==> config.mk <==
export PLATFORM = sky130hd
export DESIGN_NAME = fmul_top
export DESIGN_NICKNAME = d
export VERILOG_FILES = /design/src/fpu_pkg.sv /design/src/float_classifier.sv /design/src/float_multiplier.sv /design/src/float_rounder.sv /design/src/fmul_top.sv /design/src/fmul_wb_regs.sv /design/src/significand_multiplier.sv
export SDC_FILE = /design/constraint.sdc
export NUM_CORES = 2
export LEC_CHECK = 0
export ABC_AREA = 1
export BUFFER_PORTS_ARGS = -buffer_cell sky130_fd_sc_hd__buf_2
export CORE_UTILIZATION = 45
export DETAILED_ROUTE_END_ITERATION = 10
export RECOVER_POWER = 100
export SLEW_MARGIN = 20
export SYNTH_ARGS = -nofsm -noshare
export SYNTH_HDL_FRONTEND = slang
export SYNTH_SLANG_ARGS = --single-unit
==> constraint.sdc <==
create_clock -name clk_i -period 6.6 [get_ports clk_i]
set_input_delay 0.99 -clock clk_i [delete_from_list [all_inputs] [get_ports clk_i]]
set_output_delay 0.99 -clock clk_i [all_outputs]
set_load 0.05 [all_outputs]
==> src/fpu_pkg.sv <==
// Shared types and constants for the binary32 floating-point multiply unit
`default_nettype none

package fpu_pkg;

    // ==================================================
    // Operand and result formats
    // ==================================================

    // IEEE-754 binary32 layout, sign in the top bit
    typedef struct packed {
        logic        sign;
        logic [7:0]  exponent;
        logic [22:0] significand;
    } float_t;

    // Bits below the result LSB that drive the rounding decision
    typedef struct packed {
        logic guard;
        logic round;
        logic sticky;
    } round_bits_t;

    // Operand class as seen by the classifier
    typedef struct packed {
        logic is_zero;
        logic is_subnormal;
        logic is_infinity;
        logic is_nan;
    } float_class_t;

    // Exception flags, invalid ends up in the top bit of the status field
    typedef struct packed {
        logic invalid;
        logic overflow;
        logic underflow;
        logic inexact;
    } fp_flags_t;

    typedef logic [8:0]  exp_ext_t;
    typedef logic [47:0] product_t;
    typedef logic [31:0] wb_data_t;
    typedef logic [2:0]  wb_addr_t;

    // ==================================================
    // Constants
    // ==================================================

    localparam exp_ext_t BIAS    = 9'd127;
    // Smallest biased exponent of a normal number
    localparam exp_ext_t MIN_EXP = 9'd1;
    localparam float_t CANONICAL_NAN = 32'h7FC00000;

    // Word addresses of the register block
    localparam wb_addr_t REG_OPA    = 3'd0;
    localparam wb_addr_t REG_OPB    = 3'd1;
    localparam wb_addr_t REG_CTRL   = 3'd2;
    localparam wb_addr_t REG_STATUS = 3'd3;
    localparam wb_addr_t REG_RESULT = 3'd4;

endpackage : fpu_pkg

`default_nettype wire

==> src/float_classifier.sv <==
// Operand classifier that tags a binary32 value as zero, subnormal, infinity or NaN
`timescale 1ns/100ps
`default_nettype none

module float_classifier (
    input  fpu_pkg::float_t       operand_i,
    output fpu_pkg::float_class_t class_o
);

    logic exp_all_zero;
    logic exp_all_ones;
    logic frac_zero;

    // Only the two extreme exponent codes mark a special value
    assign exp_all_zero = (operand_i.exponent == 8'h00);
    assign exp_all_ones = (operand_i.exponent == 8'hFF);
    assign frac_zero    = (operand_i.significand == 23'd0);

    always_comb begin
        // Zero exponent with a zero fraction is a signed zero, otherwise a subnormal
        class_o.is_zero      = exp_all_zero & frac_zero;
        class_o.is_subnormal = exp_all_zero & ~frac_zero;
        // All-ones exponent splits on the fraction in the same way
        class_o.is_infinity  = exp_all_ones & frac_zero;
        // Signalling and quiet NaNs are not told apart here
        class_o.is_nan       = exp_all_ones & ~frac_zero;
    end

endmodule : float_classifier

`default_nettype wire

==> src/float_multiplier.sv <==
// Pipelined binary32 multiplier producing a normalised result, round bits and exceptions
`timescale 1ns/100ps
`default_nettype none

module float_multiplier #(
    parameter int unsigned CORE_STAGES = 2
) (
    input  logic                  clk_i,
    input  logic                  rst_n_i,
    input  logic                  valid_i,
    input  fpu_pkg::float_t       multiplicand_i,
    input  fpu_pkg::float_t       multiplier_i,
    input  fpu_pkg::float_class_t class_a_i,
    input  fpu_pkg::float_class_t class_b_i,
    output fpu_pkg::float_t       result_o,
    output fpu_pkg::round_bits_t  round_bits_o,
    output logic                  invalid_o,
    output logic                  overflow_o,
    output logic                  underflow_o,
    output logic                  valid_o
);

    import fpu_pkg::*;

    // Everything that travels beside the significands through the pipe
    typedef struct packed {
        logic     sign;
        exp_ext_t exp_sum;
        logic     invalid;
        logic     zero;
        logic     infinity;
    } side_t;

    // Stage 0 register, the core stages and the product register
    localparam int unsigned SIDE_DEPTH = CORE_STAGES + 2;

    // ==================================================
    // Stage 0: sign, exponent sum, hidden bits
    // ==================================================

    side_t       side_d;
    logic [7:0]  exp_a_eff;
    logic [7:0]  exp_b_eff;
    logic [23:0] sig_a_q;
    logic [23:0] sig_b_q;

    // A subnormal operand sits at exponent 1 even though its field reads 0
    assign exp_a_eff = multiplicand_i.exponent | {7'd0, class_a_i.is_subnormal};
    assign exp_b_eff = multiplier_i.exponent | {7'd0, class_b_i.is_subnormal};

    always_comb begin
        side_d.sign     = multiplicand_i.sign ^ multiplier_i.sign;
        // The bias is taken out only after normalisation
        side_d.exp_sum  = {1'b0, exp_a_eff} + {1'b0, exp_b_eff};
        // Any NaN input, or infinity against zero, has no numeric answer
        side_d.invalid  = class_a_i.is_nan | class_b_i.is_nan
                        | (class_a_i.is_infinity & class_b_i.is_zero)
                        | (class_b_i.is_infinity & class_a_i.is_zero);
        side_d.zero     = class_a_i.is_zero | class_b_i.is_zero;
        side_d.infinity = class_a_i.is_infinity | class_b_i.is_infinity;
    end

    always_ff @(posedge clk_i) begin
        // Hidden bit is one for normal operands only
        sig_a_q <= {~(class_a_i.is_zero | class_a_i.is_subnormal), multiplicand_i.significand};
        sig_b_q <= {~(class_b_i.is_zero | class_b_i.is_subnormal), multiplier_i.significand};
    end

    // ==================================================
    // Side pipe and significand product
    // ==================================================

    side_t                 side_q [SIDE_DEPTH];
    logic [SIDE_DEPTH-1:0] valid_q;
    product_t              product;
    product_t              product_q;

    // Side data is delayed to line up with the registered product
    always_ff @(posedge clk_i) begin
        side_q[0] <= side_d;
        for (int i = 1; i < SIDE_DEPTH; i++) begin
            side_q[i] <= side_q[i-1];
        end
    end

    always_ff @(posedge clk_i) begin
        if (!rst_n_i) begin
            valid_q <= '0;
        end else begin
            valid_q <= {valid_q[SIDE_DEPTH-2:0], valid_i};
        end
    end

    significand_multiplier #(
        .CORE_STAGES (CORE_STAGES)
    ) u_sig_mul (
        .clk_i (clk_i),
        .a_i   (sig_a_q),
        .b_i   (sig_b_q),
        .p_o   (product)
    );

    always_ff @(posedge clk_i) begin
        product_q <= product;
    end

    // ==================================================
    // Final stage: normalise and pick special results
    // ==================================================

    side_t    side_f;
    logic     norm_shift;
    logic     ordinary;
    exp_ext_t exp_adj;
    exp_ext_t exp_biased;

    assign side_f     = side_q[SIDE_DEPTH-1];
    // A product of two normals lies in [1, 4), so one right shift at most
    assign norm_shift = product_q[47];
    assign exp_adj    = side_f.exp_sum + {8'd0, norm_shift};
    assign exp_biased = exp_adj - BIAS;
    assign ordinary   = ~(side_f.invalid | side_f.infinity | side_f.zero);

    assign invalid_o   = side_f.invalid;
    // Biased exponent of 255 or more cannot be encoded as a finite value
    assign overflow_o  = ordinary & (exp_adj >= BIAS + 9'd255);
    // Results below the normal range flush to zero
    assign underflow_o = ordinary & (exp_adj < BIAS + MIN_EXP);
    assign valid_o     = valid_q[SIDE_DEPTH-1];

    always_comb begin
        round_bits_o = '0;
        if (side_f.invalid) begin
            result_o = CANONICAL_NAN;
        end else if (side_f.infinity | overflow_o) begin
            result_o = {side_f.sign, 8'hFF, 23'd0};
        end else if (side_f.zero | underflow_o) begin
            result_o = {side_f.sign, 31'd0};
        end else if (norm_shift) begin
            result_o     = {side_f.sign, exp_biased[7:0], product_q[46:24]};
            round_bits_o = {product_q[23], product_q[22], |product_q[21:0]};
        end else begin
            result_o     = {side_f.sign, exp_biased[7:0], product_q[45:23]};
            round_bits_o = {product_q[22], product_q[21], |product_q[20:0]};
        end
    end

endmodule : float_multiplier

`default_nettype wire

==> src/float_rounder.sv <==
// Round-to-nearest-even stage that also completes the exception flags
`timescale 1ns/100ps
`default_nettype none

module float_rounder (
    input  fpu_pkg::float_t      result_i,
    input  fpu_pkg::round_bits_t round_bits_i,
    input  logic                 invalid_i,
    input  logic                 overflow_i,
    input  logic                 underflow_i,
    input  logic                 valid_i,
    output fpu_pkg::float_t      result_o,
    output fpu_pkg::fp_flags_t   flags_o,
    output logic                 valid_o
);

    logic        special;
    logic        round_up;
    logic [30:0] magnitude;

    assign special = invalid_i | overflow_i | underflow_i;

    // Round up above half, or at exactly half when the LSB is odd
    assign round_up = round_bits_i.guard
                    & (round_bits_i.round | round_bits_i.sticky | result_i.significand[0]);

    // A significand carry runs straight into the exponent field
    assign magnitude = {result_i.exponent, result_i.significand} + {30'd0, round_up};

    always_comb begin
        result_o = result_i;
        flags_o  = {invalid_i, overflow_i, underflow_i, 1'b0};
        if (!special) begin
            result_o = {result_i.sign, magnitude};
            flags_o.inexact = |round_bits_i;
            // Carry into the all-ones exponent leaves a zero fraction, so this is infinity
            if (round_up && magnitude[30:23] == 8'hFF) begin
                flags_o.overflow = 1'b1;
            end
        end
    end

    // The rounder is purely combinational
    assign valid_o = valid_i;

endmodule : float_rounder

`default_nettype wire

==> src/fmul_top.sv <==
// Floating-point multiply unit on a Wishbone classic bus
`timescale 1ns/100ps
`default_nettype none

module fmul_top #(
    parameter int unsigned CORE_STAGES = 2
) (
    input  logic              clk_i,
    input  logic              rst_n_i,
    input  logic              wb_cyc_i,
    input  logic              wb_stb_i,
    input  logic              wb_we_i,
    input  fpu_pkg::wb_addr_t wb_adr_i,
    input  fpu_pkg::wb_data_t wb_dat_i,
    output fpu_pkg::wb_data_t wb_dat_o,
    output logic              wb_ack_o
);

    import fpu_pkg::*;

    float_t       op_a;
    float_t       op_b;
    logic         start;
    float_class_t class_a;
    float_class_t class_b;
    float_t       mul_result;
    round_bits_t  mul_round_bits;
    logic         mul_invalid;
    logic         mul_overflow;
    logic         mul_underflow;
    logic         mul_valid;
    float_t       rnd_result;
    fp_flags_t    rnd_flags;
    logic         rnd_valid;

    fmul_wb_regs u_regs (
        .clk_i          (clk_i),
        .rst_n_i        (rst_n_i),
        .wb_cyc_i       (wb_cyc_i),
        .wb_stb_i       (wb_stb_i),
        .wb_we_i        (wb_we_i),
        .wb_adr_i       (wb_adr_i),
        .wb_dat_i       (wb_dat_i),
        .wb_dat_o       (wb_dat_o),
        .wb_ack_o       (wb_ack_o),
        .op_a_o         (op_a),
        .op_b_o         (op_b),
        .start_o        (start),
        .result_i       (rnd_result),
        .flags_i        (rnd_flags),
        .result_valid_i (rnd_valid)
    );

    // Classification is combinational on the held operand registers
    float_classifier u_class_a (
        .operand_i (op_a),
        .class_o   (class_a)
    );

    float_classifier u_class_b (
        .operand_i (op_b),
        .class_o   (class_b)
    );

    float_multiplier #(
        .CORE_STAGES (CORE_STAGES)
    ) u_mul (
        .clk_i          (clk_i),
        .rst_n_i        (rst_n_i),
        .valid_i        (start),
        .multiplicand_i (op_a),
        .multiplier_i   (op_b),
        .class_a_i      (class_a),
        .class_b_i      (class_b),
        .result_o       (mul_result),
        .round_bits_o   (mul_round_bits),
        .invalid_o      (mul_invalid),
        .overflow_o     (mul_overflow),
        .underflow_o    (mul_underflow),
        .valid_o        (mul_valid)
    );

    float_rounder u_round (
        .result_i     (mul_result),
        .round_bits_i (mul_round_bits),
        .invalid_i    (mul_invalid),
        .overflow_i   (mul_overflow),
        .underflow_i  (mul_underflow),
        .valid_i      (mul_valid),
        .result_o     (rnd_result),
        .flags_o      (rnd_flags),
        .valid_o      (rnd_valid)
    );

endmodule : fmul_top

`default_nettype wire

==> src/fmul_wb_regs.sv <==
// Wishbone classic register block for operands, control, status and the result
`timescale 1ns/100ps
`default_nettype none

module fmul_wb_regs (
    input  logic               clk_i,
    input  logic               rst_n_i,
    input  logic               wb_cyc_i,
    input  logic               wb_stb_i,
    input  logic               wb_we_i,
    input  fpu_pkg::wb_addr_t  wb_adr_i,
    input  fpu_pkg::wb_data_t  wb_dat_i,
    output fpu_pkg::wb_data_t  wb_dat_o,
    output logic               wb_ack_o,
    output fpu_pkg::float_t    op_a_o,
    output fpu_pkg::float_t    op_b_o,
    output logic               start_o,
    input  fpu_pkg::float_t    result_i,
    input  fpu_pkg::fp_flags_t flags_i,
    input  logic               result_valid_i
);

    import fpu_pkg::*;

    logic      access;
    logic      wr_stb;
    logic      start_req;
    logic      status_rd;
    logic      busy_q;
    logic      done_q;
    float_t    result_q;
    fp_flags_t flags_q;

    // A new access is seen while ack is low, ack then follows for one cycle
    assign access = wb_cyc_i & wb_stb_i & ~wb_ack_o;
    // Writes take effect in the ack cycle, the master holds the bus until then
    assign wr_stb    = wb_ack_o & wb_cyc_i & wb_stb_i & wb_we_i;
    assign start_req = wr_stb & (wb_adr_i == REG_CTRL) & wb_dat_i[0];
    assign status_rd = access & ~wb_we_i & (wb_adr_i == REG_STATUS);

    always_ff @(posedge clk_i) begin
        if (!rst_n_i) begin
            wb_ack_o <= 1'b0;
        end else begin
            wb_ack_o <= access;
        end
    end

    always_ff @(posedge clk_i) begin
        if (!rst_n_i) begin
            op_a_o <= '0;
            op_b_o <= '0;
        end else if (wr_stb) begin
            if (wb_adr_i == REG_OPA) begin
                op_a_o <= float_t'(wb_dat_i);
            end
            if (wb_adr_i == REG_OPB) begin
                op_b_o <= float_t'(wb_dat_i);
            end
        end
    end

    // ==================================================
    // Operation control
    // ==================================================

    always_ff @(posedge clk_i) begin
        if (!rst_n_i) begin
            start_o  <= 1'b0;
            busy_q   <= 1'b0;
            done_q   <= 1'b0;
            result_q <= '0;
            flags_q  <= '0;
        end else begin
            // A start while an operation is in flight is dropped
            start_o <= start_req & ~busy_q;
            if (start_req && !busy_q) begin
                busy_q <= 1'b1;
            end
            if (result_valid_i) begin
                // Each result replaces the previous flags
                result_q <= result_i;
                flags_q  <= flags_i;
                busy_q   <= 1'b0;
                done_q   <= 1'b1;
            end else if (status_rd) begin
                done_q <= 1'b0;
            end
        end
    end

    // Read data is registered so that it lines up with ack
    always_ff @(posedge clk_i) begin
        if (access && !wb_we_i) begin
            case (wb_adr_i)
                REG_OPA:    wb_dat_o <= wb_data_t'(op_a_o);
                REG_OPB:    wb_dat_o <= wb_data_t'(op_b_o);
                REG_STATUS: wb_dat_o <= {26'd0, flags_q, done_q, busy_q};
                REG_RESULT: wb_dat_o <= wb_data_t'(result_q);
                // CTRL is write-only
                default:    wb_dat_o <= '0;
            endcase
        end
    end

endmodule : fmul_wb_regs

`default_nettype wire

==> src/significand_multiplier.sv <==
// Unsigned 24 by 24 significand multiplier with a configurable output pipeline
`timescale 1ns/100ps
`default_nettype none

module significand_multiplier #(
    parameter int unsigned CORE_STAGES = 2
) (
    input  logic              clk_i,
    input  logic [23:0]       a_i,
    input  logic [23:0]       b_i,
    output fpu_pkg::product_t p_o
);

    import fpu_pkg::*;

    product_t product_full;

    // Full-width product, the stages behind it give synthesis room to retime
    assign product_full = a_i * b_i;

    generate
        if (CORE_STAGES == 0) begin : g_comb
            assign p_o = product_full;
        end else begin : g_pipe
            product_t pipe_q [CORE_STAGES];

            // The pipe never stalls, so every stage loads on each clock
            always_ff @(posedge clk_i) begin
                pipe_q[0] <= product_full;
                for (int i = 1; i < CORE_STAGES; i++) begin
                    pipe_q[i] <= pipe_q[i-1];
                end
            end

            assign p_o = pipe_q[CORE_STAGES-1];
        end
    endgenerate

endmodule : significand_multiplier

`default_nettype wire

======== Yosys cells after proc, flatten, opt, wreduce, memory -nomap -nowiden ========
Memory sizes are Yosys's and may differ from the RTL's. A register that Yosys moved wholly into a read port is not among the register bits.
Index checks and enable logic that the tools add are counted.
storage, ports and cells
  bits in registers ....................... 188
  RAM bits ................................ 148
  memories ................................ 2
operators by class
  $add $sub $neg .......................... 4
  multipliers ............................. 1
  $lt $le $gt $ge ......................... 2
  equality and inequality tests ........... 7
  muxes and demuxes ....................... 15
  bitwise operators ....................... 50
  reduce and logical (&&, ||, !) cells .... 17
memory list
  name                           words  width  rd ports  clocked after Yosys merged registers in  write ports  RTL line                      RTL
  u_mul.u_sig_mul.g_pipe.pipe_q  2      48     2         1                                        2            significand_multiplier.sv:25  product_t pipe_q [CORE_STAGES];
  u_mul.side_q                   4      13     4         0                                        4            float_multiplier.sv:73        side_t side_q [SIDE_DEPTH];
operator list
  cell                                                       number
  case mux 32 bit (4 select lines)                           1
  2-to-1 mux 31 bit                                          3
  multiplier 24 x 24 -> 48 bit                               1
  logical NOT 23 bit                                         2
  2-to-1 mux 32 bit                                          1
  adder 31 x 1 -> 31 bit                                     1
  == test 8 bit (second input constant)                      3
  bitwise AND 1 bit                                          23
  2-to-1 mux 23 bit                                          1
  OR reduction 22 bit                                        1
  OR reduction 21 bit                                        1
  logical NOT 8 bit                                          2
  bitwise OR 8 x 1 -> 8 bit                                  2
  bitwise OR 1 bit                                           15
  2-to-1 mux 3 bit                                           4
  adder 8 x 8 -> 9 bit                                       1
  adder 9 x 1 -> 9 bit                                       1
  greater-or-equal comparator 9 bit (second input constant)  1
  < comparator 9 x 8 -> 1 bit (second input constant)        1
  inverter 1 bit                                             9
  subtractor 8 x 7 -> 8 bit (second input constant)          1
  == test 3 x 2 -> 1 bit (second input constant)             2
  2-to-1 mux 1 bit                                           5
  AND reduction 2 bit                                        2
  9 further kinds                                            12

======== Longest topological paths before layout ========
  depth after elaboration ................. 16
  gate-level depth with buffers ........... 37
  mapped depth without buffers ............ 36

======== Cells and area by module ========
A second synthesis with hierarchy kept.
unflattened totals
  cells, all modules ...................... 4513
  area, all modules ....................... 34891.0 um2
by module, submodules not included
  module                  times used  cells an instance  area an instance (um2)
  significand_multiplier  1           3020               22892.0
  fmul_wb_regs            1           744                5575.3
  float_multiplier        1           445                4943.5
  float_rounder           1           226                1152.4
  float_classifier        2           39                 163.9

======== Worst setup path before layout ========
Ideal clock, no wire load.
  path type ............................... register to register
  from .................................... register u_mul.sig_a_q[13]
  to ...................................... memory u_mul.u_sig_mul.g_pipe.pipe_q[0][42] (netlist name)
  library setup time ...................... 123 ps
  arrival time ............................ 6180 ps
  setup slack ............................. 297 ps
  stages on the path, launching flop included .. 27
  clock period less this slack ............ 6303 ps
  cells stage by stage .................... dfxtp_1 > clkbuf_1 > nand2_1 > fa_1 > inv_1 > fa_1 > inv_1 > fa_1 > inv_1 > fa_1 > inv_1 > fa_1 > inv_1 > fa_1 > inv_1 > fa_1 > inv_1 > ha_1 > nand2_1 > o21ai_0 > a21oi_1 > o21ai_1 > a21boi_0 > o21ai_1 > a21oi_1 > o21bai_1 > xor2_1
RTL lines
  element                 RTL line                      RTL
  from (decl)             float_multiplier.sv:44        logic [23:0] sig_a_q;
  from (signal assigned)  float_multiplier.sv:65        sig_a_q <= {~(class_a_i.is_zero | class_a_i.is_subnormal), multiplicand_i.significand};
  to (decl)               significand_multiplier.sv:25

==> impl_metrics.ini <==
[pwr]
ir_drop_mv = 0.1683
total_power_uw = 4692
power_density_nw_per_um2 = 129.4
p_leak_uw = 0.01935

[cts]
cts_buffers = 38
clkSlewWorstSetupHoldPaths_ps = 70
clk_latency_ps = 550
cts_buffer_depth = 3
htree_levels = 2
cts.sinks = 384
hold_buffers = 0
clockRootBuffer = clkbuf_16
cts_tree = yes

[yosys]
ys_types = 57
synth_nets = 4601
syn_avg_cell_area_um2 = 8.269
async_reset_ff_share_pct = 0
yosysTopAreaCellShare_pct = 30.04
synth_flop_cell = dfxtp_1
syn-instance-count = 3892
netlist_area_um2 = 32180
yosysMostFrequentCell = inv_1
synth-edff-count = 32
yosys_register_bits = 384
synth.yosys.seq_area_share_pct = 24.88
yosysWarnings = 0
yosys-top-cells-count = 1006 x inv_1, 871 x nand2_1, 483 x fa_1
synth_top_area_cell = fa_1
synth.top_cells.by_area = fa_1 30%, dfxtp_1 22%, inv_1 12%

[detailed_routing]
dr_total_vias = 24470
met1Wirelength_mm = 38.62
maxUsedRoutingLayer = met5
drc = 0
wl_met2_mm = 43.30
routed_wl_mm = 89.75
antenna_left = 0
routed_via_density = 4.889
dr.pass1.iters = 5
drt-initial-drc-count = 1672
wl_per_cell_um = 17.93
dr_wl_met3_mm = 4.301

[critical_path]
critPathMaxStageDelay_ps = 550
path_delay_family = adder cells
worstSetupPathType = reg2reg
critPathLaunchType = flop
reg2reg_slack_ps = 170
cp-startpoint = u_mul.sig_a_q[14]
crit_slowest_cell = fa_1
r2r_cells = 27
reg2reg_from = u_mul.sig_a_q[14]
cp.required_ps = 7020
crit_path_end_kind = flop
r2r-end = u_mul.u_sig_mul.g_pipe.pipe_q[0][38]
timing.critical_path.buf_inv = 10
path_max_fanout = 15
critPathArrivalTime_ps = 6850

[sta]
setup_viol = 0
max_freq_mhz = 155.5
fin_skew_ps = 32.63
hold_viol_final = 0
hold-worst-slack_ps = 317.8
rsz0062_at_grt = yes
relSlewSlack_pct = -130.8
period_share_pct = 97.41
setup_tns_ps = 0
worst_pin_slew_ps = 3463
maxSlewViolCount = 88
period_needed_ps = 6429

[placement]
routabilityCongestion = 0.9353
post-place-cells = 4933
dpl.hpwl_mm = 72.92
port_buffers = 72

[floorplan]
dieWidth_um = 269.4
rows = 97
die_h_um = 269.4
dieArea_um2 = 72600
core-area_um2 = 70390
start_util_pct = 45.72
num_io_pins = 73

[min_path]
hold_path_depth = 0
hp-start = u_mul.u_sig_mul.g_pipe.pipe_q[1][18]
hold_path_class = reg2reg
min_to = u_mul.product_q[18]

[global_route]
antenna_found_initial = 3
first_global_vias = 25300
grt_pass1_wl_mm = 142.7
grt_max_degree = 88
grt_overflow = 0
grt_use_total_pct = 25.33

[cells_and_area]
drive_above_1_share_pct = 8.932
final_cells = 5005
layout.nets = 4747
fillCellCount = 6846
area_delta_synth_final_pct = 12.70
utilization_pct = 51.53

[flow_run]
drv_cap = 1

[outcome]
status = finished, violations left
violations = max-capacitance violations, max-slew violations
==> per-layer routing <==
layer  global-route usage, %  up-vias
met1                   33.46    11960
li1                        -    11720
met4                   9.614        2
met3                   2.422      148
met5                       0        -
met2                   43.01      640
==> placed cells by master, fill, tap and decap left out, types with 48 or more instances in the layout <==
| master | instances |
|---|---|
| dfxtp_1 | 340 |
| o21ai_0 | 128 |
| buf_4 | 128 |
| fa_1 | 483 |
| xor2_1 | 48 |
| a21oi_1 | 79 |
| nor2_1 | 238 |
| clkbuf_1 | 48 |
| ha_1 | 181 |
| nand2_1 | 873 |
| inv_1 | 1007 |
| nand3_1 | 70 |
==> worst reg2reg max path, delay by kind of cell, from the launching register on <==
family,cells,cell delay [ps]
buffers and inverters,10,830
DFF,1,360
and+or+nand+nor,2,160
xor gates and xnor gates,1,120
adders and majority gates,8,3790
AOI/OAI and AO/OA,6,1040
==> cell families after synthesis <==
kind of cell             count (synthesis)  share of synthesized area (%)
multiplexers                             4                         0.1244
AND/OR/NAND/NOR                       1300                          16.71
XOR/XNOR                                70                          1.905
buffers and inverters                 1156                          13.63
flip-flops                             384                          24.88
adder cells (fa/ha/maj)                669                          37.27
AO/OA/AOI/OAI                          309                          5.478
==> flip-flops by register name (all words and copies together), names as in the netlist, 4 cells and up <==
signal	count
u_mul.u_sig_mul.g_pipe.pipe_q	96
u_mul.side_q	52
u_mul.product_q	48
u_regs.op_a_o	32
u_regs.op_b_o	32
u_regs.result_q	32
u_regs.wb_dat_o	32
u_mul.sig_a_q	24
u_mul.sig_b_q	24
u_mul.valid_q	4
u_regs.flags_q	4
==> report_power, final <==
group | internal (uW) | switching, uW | leakage (uW)
Clock | 1300 | 939 | 0.000633
Combinational | 20.2 | 67.3 | 0.0156
Sequential | 2360 | 5.70 | 0.00315
==> what timing repair did <==
item | 4_1_cts | 5_1_grt
setup buffers | 1 | 4
pin swaps | 0 | 7
setup endpoints to repair | 4 | 20
resized for setup | 4 | 51
endpoints found under the hold margin | 0 | 0
==> layout make-up <==
class	count	area [um2]	area share [%]
diodes	1	2.502	0.006899
clock buffers	52	1105	3.046
clock inverters	14	185.2	0.5105
inverters	1015	3815	10.52
multi-input cells	2352	19920	54.92
flip-flops and latches	384	8023	22.12
well taps	940	1176	3.243
repair buffers	247	2044	5.636
==> metrics by stage <==
step / setup slack, ps / area, um2
finish: 171.2 / 36270
global route: -78.33 / 36270
CTS: 17.59 / 36170
detailed placement: -62.54 / 34860
global placement: -9.815 / 34860
floorplan: 296.6 / 32180
==> worst max path at each step <==
stage,end,depth (start not counted)
global route,u_mul.u_sig_mul.g_pipe.pipe_q[0][40],26
detailed placement,u_mul.u_sig_mul.g_pipe.pipe_q[0][45],27
finish,u_mul.u_sig_mul.g_pipe.pipe_q[0][38],27
global placement,u_mul.u_sig_mul.g_pipe.pipe_q[0][42],26
floorplan,u_mul.u_sig_mul.g_pipe.pipe_q[0][42],26
CTS,u_mul.u_sig_mul.g_pipe.pipe_q[0][40],26
Note: power is estimated with default switching activity, not from simulation.
